--- src/hw/frame_detector_pkg.sv ---
// Frame detector package with pattern geometry, configuration map and payload types
`default_nettype none

package frame_detector_pkg;

	// Pattern geometry
	localparam int N_PATTERNS = 3;
	localparam int PATTERN_LEN = 16;
	localparam int BYTE_IDX_W = $clog2(PATTERN_LEN);
	// One spare bit so the offset can rest at PATTERN_LEN
	localparam int OFFSET_W = 5;

	// Free-running time base
	localparam int TIME_W = 64;

	// Configuration port
	localparam int CFG_ADDR_W = 7;
	localparam int CFG_DATA_W = 16;

	// Control register at address 0
	localparam logic [CFG_ADDR_W-1:0] CFG_CTRL_ADDR = 7'h00;
	localparam int CTRL_GLOBAL_EN_BIT = 0;
	localparam int CTRL_PATTERN_EN_LSB = 1;

	// Pattern byte writes, bit 6 set, index in 5:4, byte offset in 3:0
	localparam int CFG_PAT_SEL_BIT = 6;
	localparam int CFG_PAT_IDX_LSB = 4;
	localparam int CFG_PAT_IDX_W = 2;

	// High byte of write data is the mask, low byte the value
	typedef struct packed {
		logic [7:0] mask;
		logic [7:0] value;
	} pattern_byte_t;

	// Queued detection
	typedef struct packed {
		logic [TIME_W-1:0] timestamp;
		logic [N_PATTERNS-1:0] matched;
	} match_event_t;

	// One stream beat as stored in the loop FIFO
	typedef struct packed {
		logic [7:0] tdata;
		logic tuser;
		logic tlast;
	} frame_byte_t;

endpackage

`default_nettype wire

--- src/hw/frame_stream_if.sv ---
// Byte stream interface between the receive port and its consumers
`default_nettype none

interface frame_stream_if;

	// Byte payload
	logic [7:0] tdata;
	// Bad frame marker, any beat
	logic tuser;
	// Final byte of the frame
	logic tlast;
	// No ready, every valid beat is taken
	logic tvalid;

	// Driven by the receive side
	modport source (
		output tdata,
		output tuser,
		output tlast,
		output tvalid
	);

	// Observers of the stream
	modport sink (
		input tdata,
		input tuser,
		input tlast,
		input tvalid
	);

endinterface

`default_nettype wire

--- src/hw/frame_detector.sv ---
// Frame detector top level, loop FIFO plus pattern matching into an event queue
`default_nettype none

module frame_detector #(
	parameter int LOOP_DEPTH = 64,
	parameter int EVT_DEPTH = 8
) (
	input logic clk,
	input logic rst,

	// Configuration strobe
	input logic cfg_we,
	input logic [frame_detector_pkg::CFG_ADDR_W-1:0] cfg_addr,
	input logic [frame_detector_pkg::CFG_DATA_W-1:0] cfg_wdata,

	// Receive stream, no back-pressure
	input logic [7:0] s_tdata,
	input logic s_tuser,
	input logic s_tlast,
	input logic s_tvalid,

	// Transmit stream
	output logic [7:0] m_tdata,
	output logic m_tuser,
	output logic m_tlast,
	output logic m_tvalid,
	input logic m_tready,

	input logic [frame_detector_pkg::TIME_W-1:0] current_time,

	// Event queue
	input logic evt_pop,
	output logic evt_valid,
	output logic [frame_detector_pkg::TIME_W-1:0] evt_time,
	output logic [frame_detector_pkg::N_PATTERNS-1:0] evt_matched,
	output logic evt_overflow
);
	import frame_detector_pkg::*;

	frame_stream_if rx ();

	frame_byte_t loop_din;
	frame_byte_t loop_dout;
	logic loop_pop;

	logic [OFFSET_W-1:0] offset;
	logic past_pattern;
	logic global_en;
	logic [N_PATTERNS-1:0] pattern_en;
	pattern_byte_t [N_PATTERNS-1:0] pattern_bytes;

	logic evt_push;
	logic evt_full;
	match_event_t evt_data;
	match_event_t evt_dout;

	// Receive port onto the internal stream
	assign rx.tdata = s_tdata;
	assign rx.tuser = s_tuser;
	assign rx.tlast = s_tlast;
	assign rx.tvalid = s_tvalid;

	// Loop path, bytes pass through untouched
	assign loop_din = '{tdata: rx.tdata, tuser: rx.tuser, tlast: rx.tlast};
	assign loop_pop = m_tvalid && m_tready;

	sync_fifo #(.payload_t(frame_byte_t), .DEPTH(LOOP_DEPTH)) loop_fifo (
		.clk(clk),
		.rst(rst),
		.push(rx.tvalid),
		.din(loop_din),
		.pop(loop_pop),
		.dout(loop_dout),
		.not_empty(m_tvalid),
		// Overflow caught by the FIFO assertion
		.full()
	);

	assign m_tdata = loop_dout.tdata;
	assign m_tuser = loop_dout.tuser;
	assign m_tlast = loop_dout.tlast;

	// Detection path
	frame_offset_counter offset_counter (
		.clk(clk),
		.rst(rst),
		.beat(rx.tvalid),
		.last(rx.tlast),
		.offset(offset),
		.past_pattern(past_pattern)
	);

	pattern_store store (
		.clk(clk),
		.rst(rst),
		.cfg_we(cfg_we),
		.cfg_addr(cfg_addr),
		.cfg_wdata(cfg_wdata),
		.offset(offset),
		.global_en(global_en),
		.pattern_en(pattern_en),
		.pattern_bytes(pattern_bytes)
	);

	frame_matcher matcher (
		.clk(clk),
		.rst(rst),
		.rx(rx),
		.offset(offset),
		.past_pattern(past_pattern),
		.global_en(global_en),
		.pattern_en(pattern_en),
		.pattern_bytes(pattern_bytes),
		.current_time(current_time),
		.evt_push(evt_push),
		.evt_data(evt_data)
	);

	// Event queue, new events dropped when full
	sync_fifo #(.payload_t(match_event_t), .DEPTH(EVT_DEPTH)) evt_fifo (
		.clk(clk),
		.rst(rst),
		.push(evt_push && !evt_full),
		.din(evt_data),
		.pop(evt_pop),
		.dout(evt_dout),
		.not_empty(evt_valid),
		.full(evt_full)
	);

	assign evt_time = evt_dout.timestamp;
	assign evt_matched = evt_dout.matched;

	// Sticky until reset
	always_ff @(posedge clk) begin
		if (rst) begin
			evt_overflow <= 1'b0;
		end else if (evt_push && evt_full) begin
			evt_overflow <= 1'b1;
		end
	end

endmodule

`default_nettype wire

--- src/hw/frame_matcher.sv ---
// Frame matcher FSM tracking per-pattern mismatches and raising an event at frame end
`default_nettype none

module frame_matcher (
	input logic clk,
	input logic rst,

	// Receive stream, observed only
	frame_stream_if.sink rx,

	// Position from the offset counter
	input logic [frame_detector_pkg::OFFSET_W-1:0] offset,
	input logic past_pattern,

	// Configuration from the pattern store
	input logic global_en,
	input logic [frame_detector_pkg::N_PATTERNS-1:0] pattern_en,
	input frame_detector_pkg::pattern_byte_t [frame_detector_pkg::N_PATTERNS-1:0] pattern_bytes,

	input logic [frame_detector_pkg::TIME_W-1:0] current_time,

	// Event towards the event FIFO
	output logic evt_push,
	output frame_detector_pkg::match_event_t evt_data
);
	import frame_detector_pkg::*;

	typedef enum logic [1:0] {IDLE, IN_FRAME, DISCARD} state_t;

	state_t state;

	logic [N_PATTERNS-1:0] still_matching;
	logic [N_PATTERNS-1:0] byte_hit;
	logic [N_PATTERNS-1:0] match_now;
	logic [N_PATTERNS-1:0] hit_mask;
	logic long_enough;
	logic push_now;

	// Masked compare of the current byte, anything past the pattern is a hit
	always_comb begin
		for (int p = 0; p < N_PATTERNS; p++) begin
			byte_hit[p] = past_pattern ||
				(((rx.tdata ^ pattern_bytes[p].value) & pattern_bytes[p].mask) == 8'h00);
		end
	end

	// First byte of a frame starts with every pattern alive
	assign match_now = ((state == IN_FRAME) ? still_matching : {N_PATTERNS{1'b1}}) & byte_hit;
	assign hit_mask = match_now & pattern_en;

	// Last byte counts toward the length
	assign long_enough = past_pattern || (offset == OFFSET_W'(PATTERN_LEN - 1));

	// Good frame ending now with at least one enabled hit
	assign push_now = rx.tvalid && rx.tlast && !rx.tuser && (state != DISCARD) &&
		long_enough && global_en && (hit_mask != '0);

	always_ff @(posedge clk) begin
		if (rst) begin
			state <= IDLE;
			still_matching <= '0;
			evt_push <= 1'b0;
		end else begin
			evt_push <= push_now;
			if (rx.tvalid) begin
				case (state)
					IDLE, IN_FRAME: begin
						still_matching <= match_now;
						if (rx.tlast) begin
							state <= IDLE;
						end else if (rx.tuser) begin
							// Bad frame, ignore the rest
							state <= DISCARD;
						end else begin
							state <= IN_FRAME;
						end
					end
					DISCARD: begin
						if (rx.tlast) begin
							state <= IDLE;
						end
					end
					default: begin
						state <= IDLE;
					end
				endcase
			end
		end
	end

	// Timestamp taken in the tlast cycle
	always_ff @(posedge clk) begin
		if (push_now) begin
			evt_data.timestamp <= current_time;
			evt_data.matched <= hit_mask;
		end
	end

	// One event per frame, and frames are at least one byte apart
	assert property (@(posedge clk) disable iff (rst) evt_push |=> !evt_push)
		else $error("frame_matcher: event strobe on consecutive cycles");

endmodule

`default_nettype wire

--- src/hw/frame_offset_counter.sv ---
// Byte offset counter within a frame, saturating at the pattern length
`default_nettype none

module frame_offset_counter (
	input logic clk,
	input logic rst,

	// Accepted byte and its end marker
	input logic beat,
	input logic last,

	output logic [frame_detector_pkg::OFFSET_W-1:0] offset,
	output logic past_pattern
);
	import frame_detector_pkg::*;

	localparam logic [OFFSET_W-1:0] OFFSET_MAX = OFFSET_W'(PATTERN_LEN);

	always_ff @(posedge clk) begin
		if (rst) begin
			offset <= '0;
		end else if (beat) begin
			if (last) begin
				// Next beat starts a new frame
				offset <= '0;
			end else if (offset != OFFSET_MAX) begin
				offset <= offset + 1'b1;
			end
		end
	end

	// All pattern bytes already seen
	assign past_pattern = (offset == OFFSET_MAX);

endmodule

`default_nettype wire

--- src/hw/pattern_store.sv ---
// Pattern store holding enables and per-byte value/mask, read at the current offset
`default_nettype none

module pattern_store (
	input logic clk,
	input logic rst,

	// Configuration strobe
	input logic cfg_we,
	input logic [frame_detector_pkg::CFG_ADDR_W-1:0] cfg_addr,
	input logic [frame_detector_pkg::CFG_DATA_W-1:0] cfg_wdata,

	// Byte position in the current frame
	input logic [frame_detector_pkg::OFFSET_W-1:0] offset,

	output logic global_en,
	output logic [frame_detector_pkg::N_PATTERNS-1:0] pattern_en,
	output frame_detector_pkg::pattern_byte_t [frame_detector_pkg::N_PATTERNS-1:0] pattern_bytes
);
	import frame_detector_pkg::*;

	pattern_byte_t patterns [N_PATTERNS][PATTERN_LEN];

	logic ctrl_wr;
	logic pat_wr;
	logic [CFG_PAT_IDX_W-1:0] pat_idx;
	logic [BYTE_IDX_W-1:0] pat_ofs;

	// Address decode
	assign pat_idx = cfg_addr[CFG_PAT_IDX_LSB +: CFG_PAT_IDX_W];
	assign pat_ofs = cfg_addr[BYTE_IDX_W-1:0];
	assign ctrl_wr = cfg_we && (cfg_addr == CFG_CTRL_ADDR);
	// Index 3 has no pattern behind it
	assign pat_wr = cfg_we && cfg_addr[CFG_PAT_SEL_BIT] && (pat_idx < N_PATTERNS);

	always_ff @(posedge clk) begin
		if (rst) begin
			global_en <= 1'b0;
			pattern_en <= '0;
			// All bytes come up as don't care
			for (int p = 0; p < N_PATTERNS; p++) begin
				for (int b = 0; b < PATTERN_LEN; b++) begin
					patterns[p][b] <= '0;
				end
			end
		end else begin
			if (ctrl_wr) begin
				global_en <= cfg_wdata[CTRL_GLOBAL_EN_BIT];
				pattern_en <= cfg_wdata[CTRL_PATTERN_EN_LSB +: N_PATTERNS];
			end
			if (pat_wr) begin
				patterns[pat_idx][pat_ofs] <= pattern_byte_t'(cfg_wdata);
			end
		end
	end

	// Column read, one byte of every pattern
	always_comb begin
		for (int p = 0; p < N_PATTERNS; p++) begin
			if (offset < PATTERN_LEN) begin
				pattern_bytes[p] = patterns[p][offset[BYTE_IDX_W-1:0]];
			end else begin
				// Beyond the pattern, zero mask matches anything
				pattern_bytes[p] = '0;
			end
		end
	end

endmodule

`default_nettype wire

--- src/hw/sync_fifo.sv ---
// Show-ahead synchronous FIFO on a register array, payload set by type parameter
`default_nettype none

module sync_fifo #(
	parameter type payload_t = logic [7:0],
	parameter int DEPTH = 8
) (
	input logic clk,
	input logic rst,

	// Write side
	input logic push,
	input payload_t din,

	// Read side, head always visible on dout
	input logic pop,
	output payload_t dout,

	output logic not_empty,
	output logic full
);
	localparam int PTR_W = (DEPTH > 1) ? $clog2(DEPTH) : 1;
	localparam int CNT_W = $clog2(DEPTH + 1);

	payload_t mem [DEPTH];

	logic [PTR_W-1:0] wr_ptr;
	logic [PTR_W-1:0] rd_ptr;
	logic [CNT_W-1:0] count;
	logic do_push;
	logic do_pop;

	// Pop on empty ignored
	assign do_pop = pop && not_empty;
	// A pop frees the slot for a same-cycle push
	assign do_push = push && (!full || do_pop);

	always_ff @(posedge clk) begin
		if (rst) begin
			wr_ptr <= '0;
			rd_ptr <= '0;
			count <= '0;
		end else begin
			if (do_push) begin
				wr_ptr <= (wr_ptr == PTR_W'(DEPTH - 1)) ? '0 : wr_ptr + 1'b1;
			end
			if (do_pop) begin
				rd_ptr <= (rd_ptr == PTR_W'(DEPTH - 1)) ? '0 : rd_ptr + 1'b1;
			end
			case ({do_push, do_pop})
				2'b10: count <= count + 1'b1;
				2'b01: count <= count - 1'b1;
				default: count <= count;
			endcase
		end
	end

	// Storage
	always_ff @(posedge clk) begin
		if (do_push) begin
			mem[wr_ptr] <= din;
		end
	end

	assign dout = mem[rd_ptr];
	assign not_empty = (count != '0);
	assign full = (count == CNT_W'(DEPTH));

	// Writer must respect full unless a pop makes room
	assert property (@(posedge clk) disable iff (rst) !(push && full && !pop))
		else $error("sync_fifo: push while full");

endmodule

`default_nettype wire

--- config.mk ---
export PLATFORM = sky130hd
export DESIGN_NAME = frame_detector
export DESIGN_NICKNAME = d
export VERILOG_FILES = /design/src/hw/frame_detector_pkg.sv /design/src/hw/frame_stream_if.sv /design/src/hw/frame_detector.sv /design/src/hw/frame_matcher.sv /design/src/hw/frame_offset_counter.sv /design/src/hw/pattern_store.sv /design/src/hw/sync_fifo.sv
export SDC_FILE = /design/constraint.sdc
export NUM_CORES = 2
export LEC_CHECK = 0
export ABC_CLOCK_PERIOD_IN_PS = 21500
export BUFFER_PORTS_ARGS = -buffer_cell sky130_fd_sc_hd__buf_4
export CAP_MARGIN = 25
export CORE_UTILIZATION = 67
export DETAILED_ROUTE_END_ITERATION = 16
export GPL_TIMING_DRIVEN = 0
export PLACE_DENSITY_LB_ADDON = 0.25
export SLEW_MARGIN = 25
export SYNTH_ARGS = -nofsm -noshare
export SYNTH_HDL_FRONTEND = slang
export SYNTH_SLANG_ARGS = --single-unit
--- constraint.sdc ---
create_clock -name clk -period 21.5 [get_ports clk]
set_input_delay 2.15 -clock clk [delete_from_list [all_inputs] [get_ports clk]]
set_output_delay 2.15 -clock clk [all_outputs]
set_load 0.005 [all_outputs]
# Word level (Yosys, flattened, before mapping)
# Memory sizes are Yosys's and may differ from the RTL's. A register that Yosys moved wholly into a read port is not among the register bits.
# Cells that the tools add are included.
[word_totals]
register_bits = 112
ram_bits = 1944
elab_cells = 144
mem_count = 3
[classes]
n_addsub = 9
order_cmp = 5
n_eq_ne = 17
muxes = 43
bitwise_logic = 10
reduce_logical = 42
[mem_list]
columns = ["memory", "depth", "word_bits", "read_ports", "rd_clocked_by_memory_dff", "wr", "line", "rtl"]
rows = [
  ["store.patterns", 3, 256, 3, 0, 3, "pattern_store.sv:22", "pattern_byte_t patterns [N_PATTERNS][PATTERN_LEN];"],
  ["loop_fifo.mem", 64, 10, 1, 1, 1, "sync_fifo.sv:25", "payload_t mem [DEPTH];"],
  ["evt_fifo.mem", 8, 67, 1, 1, 1, "sync_fifo.sv:25", ""],
]
[ops]
columns = ["cell", "count"]
rows = [
  ["$mux W256", 3],
  ["$reduce_or A256 Y1", 1],
  ["$bmux W16 S4", 3],
  ["$mux W16", 10],
  ["$demux W16 S4", 1],
  ["$and A8 B8 Y8", 3],
  ["$logic_not A8 Y1", 3],
  ["$mux W6", 4],
  ["$xor A8 B8 Y8", 3],
  ["$logic_and A1 B1 Y1", 17],
  ["$mux W3", 5],
  ["$pmux W7 S2", 1],
  ["$add A6 B1 Y6 const B", 2],
  ["$eq A6 B6 Y1 const B", 2],
  ["$ge A5 B5 Y1 const B", 2],
  ["$mux W5", 2],
  ["$not A4 Y5", 2],
  ["$mux W1", 8],
  ["$mux W2", 4],
  ["$pmux W4 S2", 1],
  ["$add A7 B1 Y7 const B", 1],
  ["$eq A7 B7 Y1 const B", 1],
  ["$logic_not A7 Y1", 1],
  ["$reduce_bool A7 Y1", 1],
  ["26 further kinds", 45],
]

# Logic depth before layout (Yosys ltp)
[logic_depth]
ltp_word = 13
mapped_depth = 15

# By module
# From an unflattened synthesis, not the netlist that was laid out.
[hier_totals]
hier_cells = 4664
hier_area_um2 = 83450.0
[by_module_without_submodules]
columns = ["mod", "n_inst", "cells_per_inst", "area_each_um2", "seq_area_each_um2"]
rows = [
  ["pattern_store", 1, 2373, 33505.9, 23142.2],
  ["sync_fifo at loop_fifo", 1, 1250, 25773.5, 19718.9],
  ["sync_fifo at evt_fifo", 1, 857, 21186.6, 16355.7],
  ["frame_matcher", 1, 144, 2651.3, 2132.0],
  ["frame_offset_counter", 1, 35, 289.0, 100.1],
  ["frame_detector", 1, 5, 43.8, 20.0],
]

# Worst setup path before layout
# Ideal clock, no wire load.
[synth_timing]
kind = "input-to-reg"
start = "input port s_tdata[3]"
end = "register, netlist name matcher.evt_data[0]"
setup_time_ps = 532
arrival_time_ps = 7454
required_time_ps = 20968
setup_slack_ps = 13514
stages = 8
path_buffers = 2
path_cell_list = "clkbuf_1 -> buf_1 -> nor2_1 -> o221ai_1 -> a31oi_1 -> a2111oi_2 -> nand3_1 -> a31oi_1"
[synth_between]
elab_chain_len = 8
[synth_rtl]
columns = ["element", "line", "rtl"]
rows = [
  ["start, declared", "frame_detector.sv:17", "input logic [7:0] s_tdata,"],
  ["$xor A8 B8 Y8", "frame_matcher.sv:43", "(((rx.tdata ^ pattern_bytes[p].value) & pattern_bytes[p].mask) == 8'h00);"],
  ["$and A8 B8 Y8", "frame_matcher.sv:43", ""],
  ["$logic_not A8 Y1", "frame_matcher.sv:43", ""],
  ["$logic_or A1 B1 Y1", "frame_matcher.sv:42", "byte_hit[p] = past_pattern ||"],
  ["$and A3 B3 Y3 (*)", "frame_matcher.sv:48", "assign match_now = ((state == IN_FRAME) ? still_matching : {N_PATTERNS{1'b1}}) & byte_hit;"],
  ["$and A3 B3 Y3 (*)", "frame_matcher.sv:49", "assign hit_mask = match_now & pattern_en;"],
  ["$reduce_bool A3 Y1 (*)", "frame_matcher.sv:56", "long_enough && global_en && (hit_mask != '0);"],
  ["$logic_and A1 B1 Y1 (*)", "frame_matcher.sv:56", ""],
  ["via matcher.push_now", "frame_matcher.sv:37", "logic push_now;"],
]
# Mark *: on every way through the listed nets, which the timed path passes. The rest lies on a longest branch.
# A chain may end at the register's enable or synchronous reset.

==> metrics.yaml <==
synth-main-ff-cell: "edfxtp_1"
criticalPathCategory: "register to output pin"
multi_input_area_sq_um: 19500
grt_pass1_wl_mm: 324
min_period_ns: 7.24
async_reset_ff_share_pct: 0
grt_max_degree: 73
regToRegStartpoint: "offset_counter.offset[1]"
power_density_nw_per_um2: 96.7
final-seq-area_sq_um: 61500
grt_pass1_vias: 46200
crit_fanout: 10
portBuffers: 180
cts_resized: 0
total_power_uw: 9010
fin_tns_setup_ns: 0
fill_cells: 6471
antenna_found_initial: 16
post-route-util_pct: 76.6
yosysWarnings: 0
rsz0062_at_grt: "no"
slew_headroom_pct: 11.6
synth_fa_ha_area_share_pct: 0.293
drt_iter0_drc: 7010
finalNetCount: 4940
clk_latency_ns: 0.83
synthMuxAreaShare_pct: 15.1
vias_per_cell: 6.94
cts_buffers: 197
dr_total_vias: 46000
timing.fmax_mhz: 138
grt_overflow: 0
routedWlPerCell_microns: 34.5
area_growth_pct: 13.5
tightestPinTransition_ns: 1.32
rr_worst_depth: 13
syn_inst: 4348
firstDrtPassIters: 9
synth.top_cell.area_share_pct: 73.6
synth_edf_count: 2011
clock_skew_ns: 0.0303
cp.arrival_ns: 5.09
die_y_microns: 352
switchingPower_uw: 2090
grt_usage_pct: 37.3
cp-endpoint: "m_tdata[5]"
netlist_area_sq_um: 82100
cts_setup_buffers: 0
drc: 0
core_sq_um: 122000
clock_path_buffers: 3
yosys.area.top_type: "edfxtp_1"
reg2reg_to: "matcher.evt_data[43]"
fp-row-count: 128
seqPwrFrac_pct: 50.5
ys_top_cells_by_area: "edfxtp_1 74%, mux4_2 13%, nor2_1 3.0%, dfxtp_1 1.3%, mux2_2 1.1%"
synthSimpleGateAreaFrac_pct: 5.16
power_frac_comb_pct: 10.7
clock_sinks: 2065
netSwitchingFraction_pct: 23.3
critPathRequiredTime_ns: 19.35
die_area_sq_um: 124000
clkPwrFrac_pct: 38.8
synth.avg_cell_area_sq_um: 18.9
wl_mm: 228
synth_compound_area_share_pct: 1.66
synth_top_family_by_area: "multiplexers"
initial_core_util_pct: 67.4
intPower_uw: 6910
r2r_setup_slack_ns: 15.53
ir_worst_vdd_v: 0.0000961
setup_viol: 0
die_x_microns: 352
finalHoldViolations: 0
cap_violations: 0
synth_cell_types: 76
clk_root_buffer_cell: "clkbuf_16"
yosys_register_bits: 2065
yosys.area_share.xor_xnor_pct: 1.27
clkSlewWorstSetupHoldPaths_ns: 0.07
postCtsHoldBufs: 0
gp_congestion: 1.05
min_period_over_period_pct: 33.7
dp_hpwl_mm: 140
start_kind: "register"
ios: 183
leakage_uw: 0.0295
drive_gt1_share_pct: 25.0
ant_nets: 0
holdCritPathClass: "register to register"
end_kind: "output pin"
cts_tree: "yes"
slew_viol_final: 0
seq_area_frac_synth_pct: 74.9
outcome: "finished clean"
syn_nets: 4469
ctsHtreeMaxLevel: 4
layout by cell type, fill, tap and decap left out, drive strengths merged, types with 11 or more instances in the layout:
master / instances
edfxtp: 2011
nor2: 660
mux4: 478
clkbuf: 424
buf: 362
nand2: 134
clkinv: 87
xor2: 83
mux2i: 79
mux2: 78
dfxtp: 54
nand2b: 50
a21oi: 49
nand3: 47
inv: 45
xnor2: 36
and2: 28
o21ai: 27
bufinv: 20
nor3: 20
a221oi: 18
diode: 16
ha: 16
a31oi: 15
nand3b: 13
nor2b: 12
clkinvlp: 11
sequential cells by signal, summed over array words and instances, names as in the netlist, named ones only:
name	cells
matcher.state	2
evt_fifo.wr_ptr	3
store.patterns	768
evt_fifo.rd_ptr	3
matcher.evt_data	67
matcher.still_matching	3
offset_counter.offset	5
loop_fifo.rd_ptr	6
store.global_en	1
loop_fifo.mem	640
store.pattern_en	3
loop_fifo.wr_ptr	6
evt_overflow	1
loop_fifo.count	7
evt_fifo.count	4
matcher.evt_push	1
evt_fifo.mem	536
per-stage QoR:
stage	std cells	setup WS, ns	instance area [sq um]	hold slack [ns]
after detailed placement	6242	14.23	86700	0.457
after floorplan	4348	13.51	82100	0.432
after CTS	6603	14.22	93100	0.466
final	6622	14.26	93200	0.462
after global routing	6612	14.04	93200	0.503
after global placement	6153	6.86	85500	0.445
worst min path at each step:
stage | slack, ns | from | end | cells after the start
after CTS | 0.47 | matcher.still_matching[0] | matcher.still_matching[0] | 2
after global placement | 0.44 | matcher.still_matching[0] | matcher.still_matching[0] | 2
after detailed placement | 0.46 | matcher.still_matching[0] | matcher.still_matching[0] | 2
after floorplan | 0.43 | matcher.still_matching[1] | matcher.still_matching[1] | 2
after global routing | 0.50 | evt_fifo.rd_ptr[1] | register | 2
final | 0.46 | evt_fifo.rd_ptr[1] | register | 2
Yosys cell counts, drive strengths merged, types with 5 or more instances:
cell type	number
edfxtp	2011
nor2	660
mux4	478
clkbuf	174
nand2	134
buf	100
xor2	83
mux2i	79
mux2	78
dfxtp	54
nand2b	50
a21oi	49
nand3	47
inv	42
xnor2	36
and2	28
o21ai	27
nor3	20
a221oi	18
ha	16
a31oi	15
nand3b	13
nor2b	12
a211oi	9
and3	9
a22oi	7
nand4	6
a211o	5
a21o	5
a222oi	5
nor4	5
or2	5
cell type report:
cell class | instances | area share [%]
repair buffers | 272 | 2.62
plain buffers | 274 | 1.27
multi-input cells | 1967 | 20.9
diodes | 16 | 0.0430
flip-flops and latches | 2065 | 66.0
well taps | 1625 | 2.18
clock inverters | 121 | 1.19
clock buffers | 240 | 5.68
inverters | 42 | 0.169
critical path: stages, from the launching register on:
cell	delay (ns)
dfxtp_1	0.31
clkbuf_1	0.54
clkbuf_1	0.77
buf_1	0.73
mux4_2	0.66
mux4_2	0.57
mux4_2	0.53
buf_4	0.16
layer usage:
metal,GRT usage [%],share of wire [%]
met5,0,0.024
met4,21.8,6.7
met3,9.67,12
met2,58.1,48
met1,48.2,34
power groups by stage:
stage / logic [uW] / clock network, uW / registers, uW
global route: 1000 / 3630 / 4560
floorplan: 609 / 0 / 4620
detailed placement: 938 / 0 / 4630
CTS: 959 / 3480 / 4550
global placement: 914 / 0 / 4620
finish: 968 / 3490 / 4550
cell families after synthesis:
family | after synthesis
xor+xnor | 119
flops | 2065
simple gates | 1002
buf+inv | 316
fa+ha+maj | 18
mux | 635
compound gates | 193
Power figures use the tool's default switching activity.
